## src/common/job_ctrl_pkg.sv

```systemverilog
// Job offload controller shared definitions
// Register map, bus widths, acquire response codes and sequencer states
package job_ctrl_pkg;

  // Bus and context geometry
  localparam int unsigned DATA_W       = 32;
  localparam int unsigned N_CONTEXTS   = 2;
  localparam int unsigned CTX_W        = 1;
  localparam int unsigned REG_W        = 4;  // Offset inside one context window
  localparam int unsigned ADDR_W       = REG_W + CTX_W;  // Context field on top
  localparam int unsigned N_PARAM_REGS = 4;
  localparam int unsigned PARAM_IDX_W  = 2;  // Index into the parameter words
  localparam int unsigned JOB_ID_W     = 8;

  // Register offsets within a context window
  localparam logic [REG_W-1:0] REG_TRIGGER    = 4'd0;  // Write to launch
  localparam logic [REG_W-1:0] REG_ACQUIRE    = 4'd1;  // Read to claim a context
  localparam logic [REG_W-1:0] REG_FINISHED   = 4'd2;  // Read and clear
  localparam logic [REG_W-1:0] REG_STATUS     = 4'd3;  // One byte per context
  localparam logic [REG_W-1:0] REG_RUNNING    = 4'd4;
  localparam logic [REG_W-1:0] REG_PARAM_BASE = 4'd8;

  // Acquire responses
  localparam logic [DATA_W-1:0] RESP_ANOTHER_OFFLOADING = 32'hFFFF_FFFE;  // -2
  localparam logic [DATA_W-1:0] RESP_ALL_BUSY           = 32'hFFFF_FFFF;  // -1

  // Answer for offsets that map to nothing
  localparam logic [DATA_W-1:0] RDATA_UNKNOWN = 32'hDEAD_BEEF;

  // Finished job counter saturates here
  localparam logic [1:0] FINISHED_MAX = 2'd2;

  // Offload lock of the sequencer
  typedef enum logic [1:0] {
    SEQ_FREE   = 2'd0,  // No master holds a context
    SEQ_LOCKED = 2'd1   // Context granted, waiting for TRIGGER
  } seq_state_e;

endpackage
```

## src/job_ctrl/job_ctrl_top.sv

```systemverilog
// Job offload controller top level
// Connects the register bus and the engine to the context sequencer,
// the job counters and the contexted register store
`timescale 1ns/1ns

module job_ctrl_top (
  input  logic                                                         clk_i,
  input  logic                                                         rst_ni,
  input  logic                                                         req_i,
  input  logic                                                         we_i,
  input  logic [job_ctrl_pkg::ADDR_W-1:0]                              addr_i,
  input  logic [job_ctrl_pkg::DATA_W-1:0]                              wdata_i,
  input  logic                                                         done_i,
  output logic [job_ctrl_pkg::DATA_W-1:0]                              rdata_o,
  output logic                                                         rvalid_o,
  output logic                                                         start_o,
  output logic [job_ctrl_pkg::CTX_W-1:0]                               run_ctx_o,
  output logic [job_ctrl_pkg::N_PARAM_REGS-1:0][job_ctrl_pkg::DATA_W-1:0] params_o
);
  import job_ctrl_pkg::*;

  logic                  grant;
  logic                  acq_hit;
  logic [DATA_W-1:0]     acq_rdata;
  logic [N_CONTEXTS-1:0] ctx_busy;
  logic                  job_done;
  logic [JOB_ID_W-1:0]   offload_id;
  logic [JOB_ID_W-1:0]   running_id;
  logic [1:0]            finished_cnt;

  context_sequencer i_sequencer (
    .clk_i, .rst_ni, .req_i, .we_i, .addr_i, .done_i,
    .offload_id_i ( offload_id ),
    .grant_o      ( grant      ),
    .acq_hit_o    ( acq_hit    ),
    .acq_rdata_o  ( acq_rdata  ),
    .ctx_busy_o   ( ctx_busy   ),
    .run_ctx_o,
    .start_o,
    .job_done_o   ( job_done   )
  );

  job_counters i_counters (
    .clk_i, .rst_ni, .req_i, .we_i, .addr_i,
    .grant_i        ( grant        ),
    .job_done_i     ( job_done     ),
    .offload_id_o   ( offload_id   ),
    .running_id_o   ( running_id   ),
    .finished_cnt_o ( finished_cnt )
  );

  context_regs i_regs (
    .clk_i, .rst_ni, .req_i, .we_i, .addr_i, .wdata_i,
    .run_ctx_i      ( run_ctx_o    ),
    .ctx_busy_i     ( ctx_busy     ),
    .running_id_i   ( running_id   ),
    .finished_cnt_i ( finished_cnt ),
    .acq_hit_i      ( acq_hit      ),
    .acq_rdata_i    ( acq_rdata    ),
    .rdata_o, .rvalid_o, .params_o
  );

endmodule

```

## src/job_ctrl/context_regs.sv

```systemverilog
// Contexted register store of the job offload controller
// Holds the parameter words of every context, feeds the running context
// to the engine and returns registered read data
`timescale 1ns/1ns

module context_regs (
  input  logic                                                         clk_i,
  input  logic                                                         rst_ni,
  input  logic                                                         req_i,
  input  logic                                                         we_i,
  input  logic [job_ctrl_pkg::ADDR_W-1:0]                              addr_i,
  input  logic [job_ctrl_pkg::DATA_W-1:0]                              wdata_i,
  input  logic [job_ctrl_pkg::CTX_W-1:0]                               run_ctx_i,
  input  logic [job_ctrl_pkg::N_CONTEXTS-1:0]                          ctx_busy_i,
  input  logic [job_ctrl_pkg::JOB_ID_W-1:0]                            running_id_i,
  input  logic [1:0]                                                   finished_cnt_i,
  input  logic                                                         acq_hit_i,
  input  logic [job_ctrl_pkg::DATA_W-1:0]                              acq_rdata_i,
  output logic [job_ctrl_pkg::DATA_W-1:0]                              rdata_o,
  output logic                                                         rvalid_o,
  output logic [job_ctrl_pkg::N_PARAM_REGS-1:0][job_ctrl_pkg::DATA_W-1:0] params_o
);
  import job_ctrl_pkg::*;

  logic [N_CONTEXTS-1:0][N_PARAM_REGS-1:0][DATA_W-1:0] param_mem;

  logic [REG_W-1:0]       offset;
  logic [CTX_W-1:0]       ctx;
  logic [PARAM_IDX_W-1:0] param_idx;
  logic                   param_hit;
  logic                   rd_en;
  logic [DATA_W-1:0]      status_word;
  logic [DATA_W-1:0]      rd_word;
  logic [DATA_W-1:0]      rdata_q;

  assign offset    = addr_i[REG_W-1:0];
  assign ctx       = addr_i[ADDR_W-1:REG_W];
  assign param_idx = PARAM_IDX_W'(offset - REG_PARAM_BASE);
  assign param_hit = (offset >= REG_PARAM_BASE) && (offset < REG_PARAM_BASE + N_PARAM_REGS);
  assign rd_en     = req_i & ~we_i;

  // Parameter words, written in the addressed context window
  always_ff @(posedge clk_i) begin
    if (req_i && we_i && param_hit) begin
      param_mem[ctx][param_idx] <= wdata_i;
    end
  end

  assign params_o = param_mem[run_ctx_i];  // Stable while that job runs

  // One status byte per context, 0x01 while busy
  always_comb begin
    status_word = '0;
    for (int c = 0; c < N_CONTEXTS; c++) begin
      status_word[8*c +: 8] = {7'b0, ctx_busy_i[c]};
    end
  end

  always_comb begin
    rd_word = RDATA_UNKNOWN;
    case (offset)
      REG_STATUS:   rd_word = status_word;
      REG_RUNNING:  rd_word = DATA_W'(running_id_i);
      REG_FINISHED: rd_word = DATA_W'(finished_cnt_i);
      default: begin
        if (param_hit) rd_word = param_mem[ctx][param_idx];
      end
    endcase
  end

  always_ff @(posedge clk_i or negedge rst_ni) begin
    if (!rst_ni) begin
      rvalid_o <= 1'b0;
    end else begin
      rvalid_o <= rd_en;  // Fixed one-cycle read latency
    end
  end

  always_ff @(posedge clk_i) begin
    if (rd_en) rdata_q <= rd_word;
  end

  // Acquire answer overrides the register read
  assign rdata_o = acq_hit_i ? acq_rdata_i : rdata_q;

endmodule

```

## src/job_ctrl/job_counters.sv

```systemverilog
// Job id and completion counters
// Offload id counts grants, running id follows finished jobs,
// finished count saturates and clears on a bus read
`timescale 1ns/1ns

module job_counters (
  input  logic                              clk_i,
  input  logic                              rst_ni,
  input  logic                              grant_i,
  input  logic                              job_done_i,
  input  logic                              req_i,
  input  logic                              we_i,
  input  logic [job_ctrl_pkg::ADDR_W-1:0]   addr_i,
  output logic [job_ctrl_pkg::JOB_ID_W-1:0] offload_id_o,
  output logic [job_ctrl_pkg::JOB_ID_W-1:0] running_id_o,
  output logic [1:0]                        finished_cnt_o
);
  import job_ctrl_pkg::*;

  logic done_q;  // Delays running id by one cycle
  logic fin_rd;

  assign fin_rd = req_i & ~we_i & (addr_i[REG_W-1:0] == REG_FINISHED);

  always_ff @(posedge clk_i or negedge rst_ni) begin
    if (!rst_ni) begin
      offload_id_o <= '0;
      running_id_o <= '0;
      done_q       <= 1'b0;
    end else begin
      done_q <= job_done_i;
      if (grant_i) offload_id_o <= offload_id_o + 1'b1;
      if (done_q)  running_id_o <= running_id_o + 1'b1;
    end
  end

  // Read clear wins over a done in the same cycle
  always_ff @(posedge clk_i or negedge rst_ni) begin
    if (!rst_ni) begin
      finished_cnt_o <= '0;
    end else if (fin_rd) begin
      finished_cnt_o <= '0;
    end else if (job_done_i && finished_cnt_o < FINISHED_MAX) begin
      finished_cnt_o <= finished_cnt_o + 1'b1;
    end
  end

  assert property (@(posedge clk_i) disable iff (!rst_ni) finished_cnt_o <= FINISHED_MAX)
    else $error("finished count above saturation value");

endmodule

```

## src/job_ctrl/context_sequencer.sv

```systemverilog
// Context sequencer for the job offload controller
// Handles the ACQUIRE test-and-set, TRIGGER, the in-order context queue
// and the engine start/done handshake
`timescale 1ns/1ns

module context_sequencer (
  input  logic                                clk_i,
  input  logic                                rst_ni,
  input  logic                                req_i,
  input  logic                                we_i,
  input  logic [job_ctrl_pkg::ADDR_W-1:0]     addr_i,
  input  logic                                done_i,
  input  logic [job_ctrl_pkg::JOB_ID_W-1:0]   offload_id_i,
  output logic                                grant_o,
  output logic                                acq_hit_o,
  output logic [job_ctrl_pkg::DATA_W-1:0]     acq_rdata_o,
  output logic [job_ctrl_pkg::N_CONTEXTS-1:0] ctx_busy_o,
  output logic [job_ctrl_pkg::CTX_W-1:0]      run_ctx_o,
  output logic                                start_o,
  output logic                                job_done_o
);
  import job_ctrl_pkg::*;

  seq_state_e            state_q;
  logic [CTX_W-1:0]      ptr_q;      // Next context to hand out
  logic [CTX_W-1:0]      run_ctx_q;  // Oldest queued context
  logic                  running_q;
  logic [N_CONTEXTS-1:0] busy_q;
  logic                  acq_rd, trig_wr, all_busy, acq_ok;

  assign acq_rd   = req_i & ~we_i & (addr_i[REG_W-1:0] == REG_ACQUIRE);
  assign trig_wr  = req_i & we_i & (addr_i[REG_W-1:0] == REG_TRIGGER) & (state_q == SEQ_LOCKED);
  assign all_busy = &busy_q;
  assign acq_ok   = acq_rd & (state_q == SEQ_FREE) & ~all_busy;

  assign start_o    = ~running_q & busy_q[run_ctx_q];  // Engine idle, head of queue ready
  assign job_done_o = done_i & running_q;
  assign ctx_busy_o = busy_q;
  assign run_ctx_o  = run_ctx_q;

  // Offload lock and context pointer, wraps with power-of-two context count
  always_ff @(posedge clk_i or negedge rst_ni) begin
    if (!rst_ni) begin
      state_q <= SEQ_FREE;
      ptr_q   <= '0;
    end else if (acq_ok) begin
      state_q <= SEQ_LOCKED;
    end else if (trig_wr) begin
      state_q <= SEQ_FREE;
      ptr_q   <= ptr_q + 1'b1;
    end
  end

  // Per-context busy bits
  always_ff @(posedge clk_i or negedge rst_ni) begin
    if (!rst_ni) begin
      busy_q <= '0;
    end else begin
      if (trig_wr) busy_q[ptr_q] <= 1'b1;
      if (job_done_o) busy_q[run_ctx_q] <= 1'b0;
    end
  end

  // Engine runs one job at a time, in trigger order
  always_ff @(posedge clk_i or negedge rst_ni) begin
    if (!rst_ni) begin
      running_q <= 1'b0;
      run_ctx_q <= '0;
    end else if (start_o) begin
      running_q <= 1'b1;
    end else if (job_done_o) begin
      running_q <= 1'b0;
      run_ctx_q <= run_ctx_q + 1'b1;
    end
  end

  always_ff @(posedge clk_i or negedge rst_ni) begin
    if (!rst_ni) begin
      grant_o   <= 1'b0;
      acq_hit_o <= 1'b0;
    end else begin
      grant_o   <= acq_ok;
      acq_hit_o <= acq_rd;
    end
  end

  // Acquire answer, lock has priority over a full queue
  always_ff @(posedge clk_i) begin
    if (acq_rd) begin
      if (state_q == SEQ_LOCKED) acq_rdata_o <= RESP_ANOTHER_OFFLOADING;
      else if (all_busy)         acq_rdata_o <= RESP_ALL_BUSY;
      else                       acq_rdata_o <= DATA_W'(offload_id_i);
    end
  end

  // After a start no second start may come before the job is done
  assert property (@(posedge clk_i) disable iff (!rst_ni)
    start_o |=> (!start_o until job_done_o))
    else $error("engine started twice without done");

  assert property (@(posedge clk_i) disable iff (!rst_ni) grant_o |-> !all_busy)
    else $error("grant issued with all contexts busy");

endmodule

```

## config.mk

```make
export PLATFORM = sky130hd
export DESIGN_NAME = job_ctrl_top
export DESIGN_NICKNAME = d
export VERILOG_FILES = /design/src/common/job_ctrl_pkg.sv /design/src/job_ctrl/job_ctrl_top.sv /design/src/job_ctrl/context_regs.sv /design/src/job_ctrl/job_counters.sv /design/src/job_ctrl/context_sequencer.sv
export SDC_FILE = /design/constraint.sdc
export NUM_CORES = 1
export LEC_CHECK = 0
export ABC_CLOCK_PERIOD_IN_PS = 1650
export BUFFER_PORTS_ARGS = -buffer_cell sky130_fd_sc_hd__buf_2
export CORE_ASPECT_RATIO = 1.5
export CORE_MARGIN = 3
export CORE_UTILIZATION = 55
export DETAILED_ROUTE_END_ITERATION = 10
export PLACE_DENSITY = 0.77
export SYNTH_ARGS = -nofsm -noshare
export SYNTH_HDL_FRONTEND = slang
export SYNTH_SLANG_ARGS = --single-unit
```

## constraint.sdc

```tcl
create_clock -name clk_i -period 1.65 [get_ports clk_i]
set_input_delay 0.0825 -clock clk_i [delete_from_list [all_inputs] [get_ports clk_i]]
set_output_delay 0.0825 -clock clk_i [all_outputs]
set_load 0.005 [all_outputs]
```

# ---- Yosys cells after proc, flatten, opt, wreduce, memory -nomap -nowiden
# Index checks and enable logic that the tools add are counted.
dict set report word_totals {
  register_bits 349
  input_bits 42
  elab_cells 109
}
dict set report op_classes {
  addsub 6
  n_lt_le_gt_ge 11
  eq_ne 5
  n_mux 29
  bitwise 18
  reduce_logical 17
}
# cell count
set ops {}
lappend ops {{128-bit 2-to-1 mux} 5}
lappend ops {{256-bit bitwise mux} 1}
lappend ops {{32-bit 2-to-1 mux} 5}
lappend ops {{128-bit demux with 1-bit select} 1}
lappend ops {{32-bit case mux with 3 select lines} 1}
lappend ops {{32-bit binary-select mux with 2-bit select} 1}
lappend ops {{32-bit demux with 2-bit select} 1}
lappend ops {{8-bit by 1-bit adder with 8-bit output, second input constant} 2}
lappend ops {{2-bit 2-to-1 mux} 6}
lappend ops {{1-bit bitwise AND} 10}
lappend ops {{4-bit by 2-bit == test with 1-bit output, second input constant} 2}
lappend ops {{1-bit logical AND} 8}
lappend ops {{1-bit by 2-bit less-than comparator with 1-bit output, second input constant} 3}
lappend ops {{1-bit 2-to-1 mux} 6}
lappend ops {{2-bit AND reduction} 3}
lappend ops {{2-bit nonzero test} 3}
lappend ops {{1-bit inverter} 5}
lappend ops {{4-bit by 1-bit == test with 1-bit output, second input constant} 1}
lappend ops {{4-bit by 3-bit == test with 1-bit output, second input constant} 1}
lappend ops {{4-bit greater-or-equal comparator, second input constant} 1}
lappend ops {{4-bit logical NOT} 1}
lappend ops {{4-bit less-than comparator, second input constant} 1}
lappend ops {{1-bit greater-or-equal comparator, second input constant} 3}
lappend ops {{2-bit by 3-bit less-than comparator with 1-bit output, second input constant} 1}
lappend ops {{other kinds (12)} 14}

# ---- Longest topological paths before layout
dict set report depth {
  word_depth 8
  depth_mapped 7
  depth_no_buf 4
}

# ---- Hierarchy
# From an unflattened synthesis, not the netlist that was laid out.
dict set report hier_totals {
  hier_cells 946
  area_unflattened_um2 14836.7
}
# module instances cells_each area_each_um2
set by_module_without_submodules {}
lappend by_module_without_submodules {context_regs 1 812 13163.9}
lappend by_module_without_submodules {context_sequencer 1 72 870.8}
lappend by_module_without_submodules {job_counters 1 62 802.0}

# ---- Worst setup path after synthesis
# Ideal clock, no wire load.
dict set report synth_timing {
  kind {input -> register}
  start {in addr_i[0] in the netlist's numbering}
  end {reg i_regs.param_mem[0] in the netlist's numbering, enable pin}
  setup_time_ps 461
  t_arrival_ps 2941
  slack_ps -1752
  path_stages 5
  path_buffers 4
  cell_sequence {buf_6 buf_4 buf_4 buf_2 nor3_1}
}
dict set report synth_via {
  elab_chain_len 3
}
# item line_no
set synth_lines {}
lappend synth_lines {{from (decl)} job_ctrl_top.sv:11} ;# input logic [job_ctrl_pkg::ADDR_W-1:0] addr_i,
lappend synth_lines {{4-bit greater-or-equal comparator / 4-bit less-than comparator (equally long branches)} context_regs.sv:39} ;# assign param_hit = (offset >= REG_PARAM_BASE) && (offset < REG_PARAM_BASE + N_PARAM_REGS);
lappend synth_lines {{1-bit logical AND *} context_regs.sv:39}
lappend synth_lines {{1-bit logical AND *} context_regs.sv:44} ;# if (req_i && we_i && param_hit) begin
lappend synth_lines {{to (signal, indexed assignment)} context_regs.sv:45} ;# param_mem[ctx][param_idx] <= wdata_i;
lappend synth_lines {{to (decl)} context_regs.sv:25} ;# logic [N_CONTEXTS-1:0][N_PARAM_REGS-1:0][DATA_W-1:0] param_mem;
# Mark *: on every way between the ends. The rest lies on a longest branch, timed or not.
# A chain may end at the register's enable or synchronous reset.

==> summary.md <==
| Metric | Value |
|---|---|
| Post-layout min period | `2.03 ns` |
| First-pass GRT wire length | `63200 um` |
| HP Class | `in2async` |
| Post-synthesis cell count | `954` |
| Yosys reg bits | `325` |
| Hpwl dp | `roughly 26000 um` |
| Worst-skew pair later-pin latency | `0.56 ns` |
| Drt via density | `approximately 6.4` |
| Synth top area cells | `edfxtp_1 61%, mux2_2 13%, dfrtp_1 4.8%, mux2i_1 2.7%, o21ai_0 1.9%` |
| Post-synth EDFFs | `about 300` |
| # DRC | `0` |
| Syn avg cell area | `15.3 sq um` |
| Crit Path Class | `reg2out` |
| Largest area contributor in the netlist | `edfxtp_1` |
| CP max FO | `11` |
| Top-count cell post-synth | `edfxtp_1` |
| Failing checks | `negative setup slack` |
| Synth Cell Area | `between 10000 and 15000 sq um` |
| Area share of the largest cell type after synthesis | `61.3%` |
| Diodes inserted | `0` |
| CTS sink count | `325` |
| Place WS | `-0.0655 ns` |
| VDD IR max | `~0.00094 V` |
| GPL Wtd Cong | `0.889` |
| Clk slew on worst S/H paths | `0.07 ns` |
| Initial DRC Count | `approximately 1100` |
| Htree depth | `1` |
| All-Layer GR Usage | `29.3%` |
| P_leak | `0.00735 uW` |
| Starting density of the core | `56.1%` |
| Seq/Total Area, Yosys | `about 66%` |
| Metal2 WL | `between 20000 and 25000 um` |
| Warnings, synthesis | `0` |
| Slew margin rel. | `between 50% and 60%` |
| Layout cells sized above 1 | `a little under half` |
| Die width | `139 um` |
| CORE AREA | `25900 sq um` |
| # fillers | `roughly 1600` |
| Slew at the pin with the worst max-slew slack | `0.680 ns` |
| DRT Pass-1 Iters | `5` |
| Max clock buf depth | `3` |
| Clock Root Buffer | `clkbuf_16` |
| # rows | `72` |
| Max layer used | `met4` |
| Routed via count | `between 10000 and 15000` |
| Synth cell types | `57` |
| Main synth FF type | `edfxtp_1` |
| Metal3 WL | `around 3600 um` |
| Initial antenna violation count | `0` |
| Slowest stage delay, CP | `0.48 ns` |
| Asr flop ratio synth | `under 10%` |
| Final setup fails | `roughly 160` |
| Max-cap viol count | `0` |
| Num CTS Buffers | `29` |
| Critical path data arrival time | `1.94 ns` |
| Syn Nets | `998` |
| Area occupied by multi-input gates | `4860 sq um` |
| M1 WL | `16100 um` |
| Setup crit end kind | `primary output` |
| Status | `finished, violations left` |
| Top Ports | `205` |
| Area delta synth->final | `32.1%` |
| Worst path slowest cell | `dfrtp_4` |
| Register area | `9620 sq um` |
| CTS tree | `yes` |
| Startpoint types | `flop` |
| DIE HEIGHT | `205 um` |
| Routed wire per std cell | `between 20 and 30 um` |
| Antenna-violating nets left | `0` |
| Grt total ovfl | `0` |
| Vias in the first global route | `10389` |
| I/O Buffers | `204` |
| Tot Pwr | `22800 uW` |
| PwrDens | `1190 nW/um^2` |
| Synth cell count leaders | `297 x edfxtp_1, 168 x mux2_2, 54 x o21ai_0` |
| Fin Clk Skew | `0.0100 ns` |
| Final worst setup slack | `-0.376 ns` |
| CP Cell Sequence | `clkbuf_16 -> buf_16 -> mux2_2 -> buf_2` |
| Worst EP required | `1.57 ns` |
| FMAX | `494 MHz` |
| Final period util | `123%` |
| Unrepaired setup endpoints after global routing | `true` |
| Final-stage net count | `1325` |
| Overall routed net length | `44800 um` |
| Final hold vios | `0` |
| Pin count of the biggest net entering global routing | `41` |
| Die area | `28500 sq um` |
| Final Max Tran Viols | `0` |
layer usage:
metal	track usage (%)	vias up
met1	37.3	5245
li1	-	4374
met2	50.5	635
met3	3.60	136
met4	13.9	0
met5	0	-
layout make-up:
type                    count  share of cell area, %
flip-flops and latches    325                   50.0
clock inverters            20                   1.03
multi-input cells         534                   25.3
repair buffers            358                   17.0
inverters                  33                  0.644
clock buffers              32                   3.83
well taps                 333                   2.17
kinds of logic after synthesis:
family	synth area share, %
flops	66.1
fa+ha+maj	0.172
mux	16.6
simple gates	4.30
buf+inv	3.40
xor+xnor	1.02
compound gates	8.40
stage by stage:
step / cell area (sq um) / util, % / instances / hold WS, ns / TNS [ns]
floorplan: 14700 / - / 954 / -0.213 / -71.59
finish: 19200 / 74.1 / 1635 / 0.0832 / -44.20
global placement: 16700 / 64.4 / 1517 / 0.124 / -0.152
global route: 19200 / 74.1 / 1635 / 0.0828 / -48.09
detailed placement: 16700 / 64.4 / 1517 / 0.133 / -0.682
CTS: 18800 / 72.5 / 1630 / 0.0553 / -43.58
power breakdown:
group	switching (uW)	total, uW	internal, uW
registers	198	9410	9210
clock network	2940	6770	3830
logic	2930	6650	3720
total	6070	22800	16800
critical path: cells and delay by family (launching register included):
family	cells	cell delay, ns
buffers and inverters	3	0.50
DFF	1	0.48
muxes	1	0.39
cells in the final DEF (no fill, tap or decap), drive strengths merged, types with 16 or more instances in the layout:
master	Yosys	routed
buf	49	315
edfxtp	297	297
mux2	168	168
o21ai	54	54
mux2i	39	39
clkbuf	13	38
dlygate4sd3	0	37
inv	32	32
nor2	31	31
nand2	29	29
dfrtp	28	28
nand3	21	21
a21oi	19	19
a22oi	17	17
clkinv	1	16
registers in the layout, indices dropped and copies added, names as in the netlist, 2 cells and up:
| name | count |
|---|---|
| i_counters.finished_cnt_o | 2 |
| i_counters.offload_id_o | 8 |
| i_counters.running_id_o | 8 |
| i_regs.param_mem | 256 |
| i_regs.rdata_q | 32 |
| i_sequencer.acq_rdata_o | 9 |
| i_sequencer.ctx_busy_o | 2 |
worst paths after layout:
kind | start | endpoint | slack [ns] | cells past startpoint
min reg2reg | i_counters.offload_id_o[7] | i_counters.offload_id_o[7] | 0.46 | 1
min in group clk_i | addr_i[3] | i_regs.rdata_q[4] | 0.10 | 3
max in group asynchronous | rst_ni | i_sequencer.run_ctx_o | 1.09 | 2
max | i_sequencer.run_ctx_o | params_o[23] | -0.38 | 4
min | rst_ni | i_counters.offload_id_o[7] | 0.08 | 2
max reg2reg | i_regs.param_mem[242] | i_regs.rdata_q[18] | 0.09 | 4
repair_timing:
item | CTS | global route
setup buffers | 11 | 8
cloned | 13 | 6
pin swaps | 11 | 4
endpoints found under the hold margin | 292 | 0
setup endpoints to repair | 158 | 164
resized for setup | 97 | 78
hold buffers | 37 | 0
(Power assumes the default switching activity.)
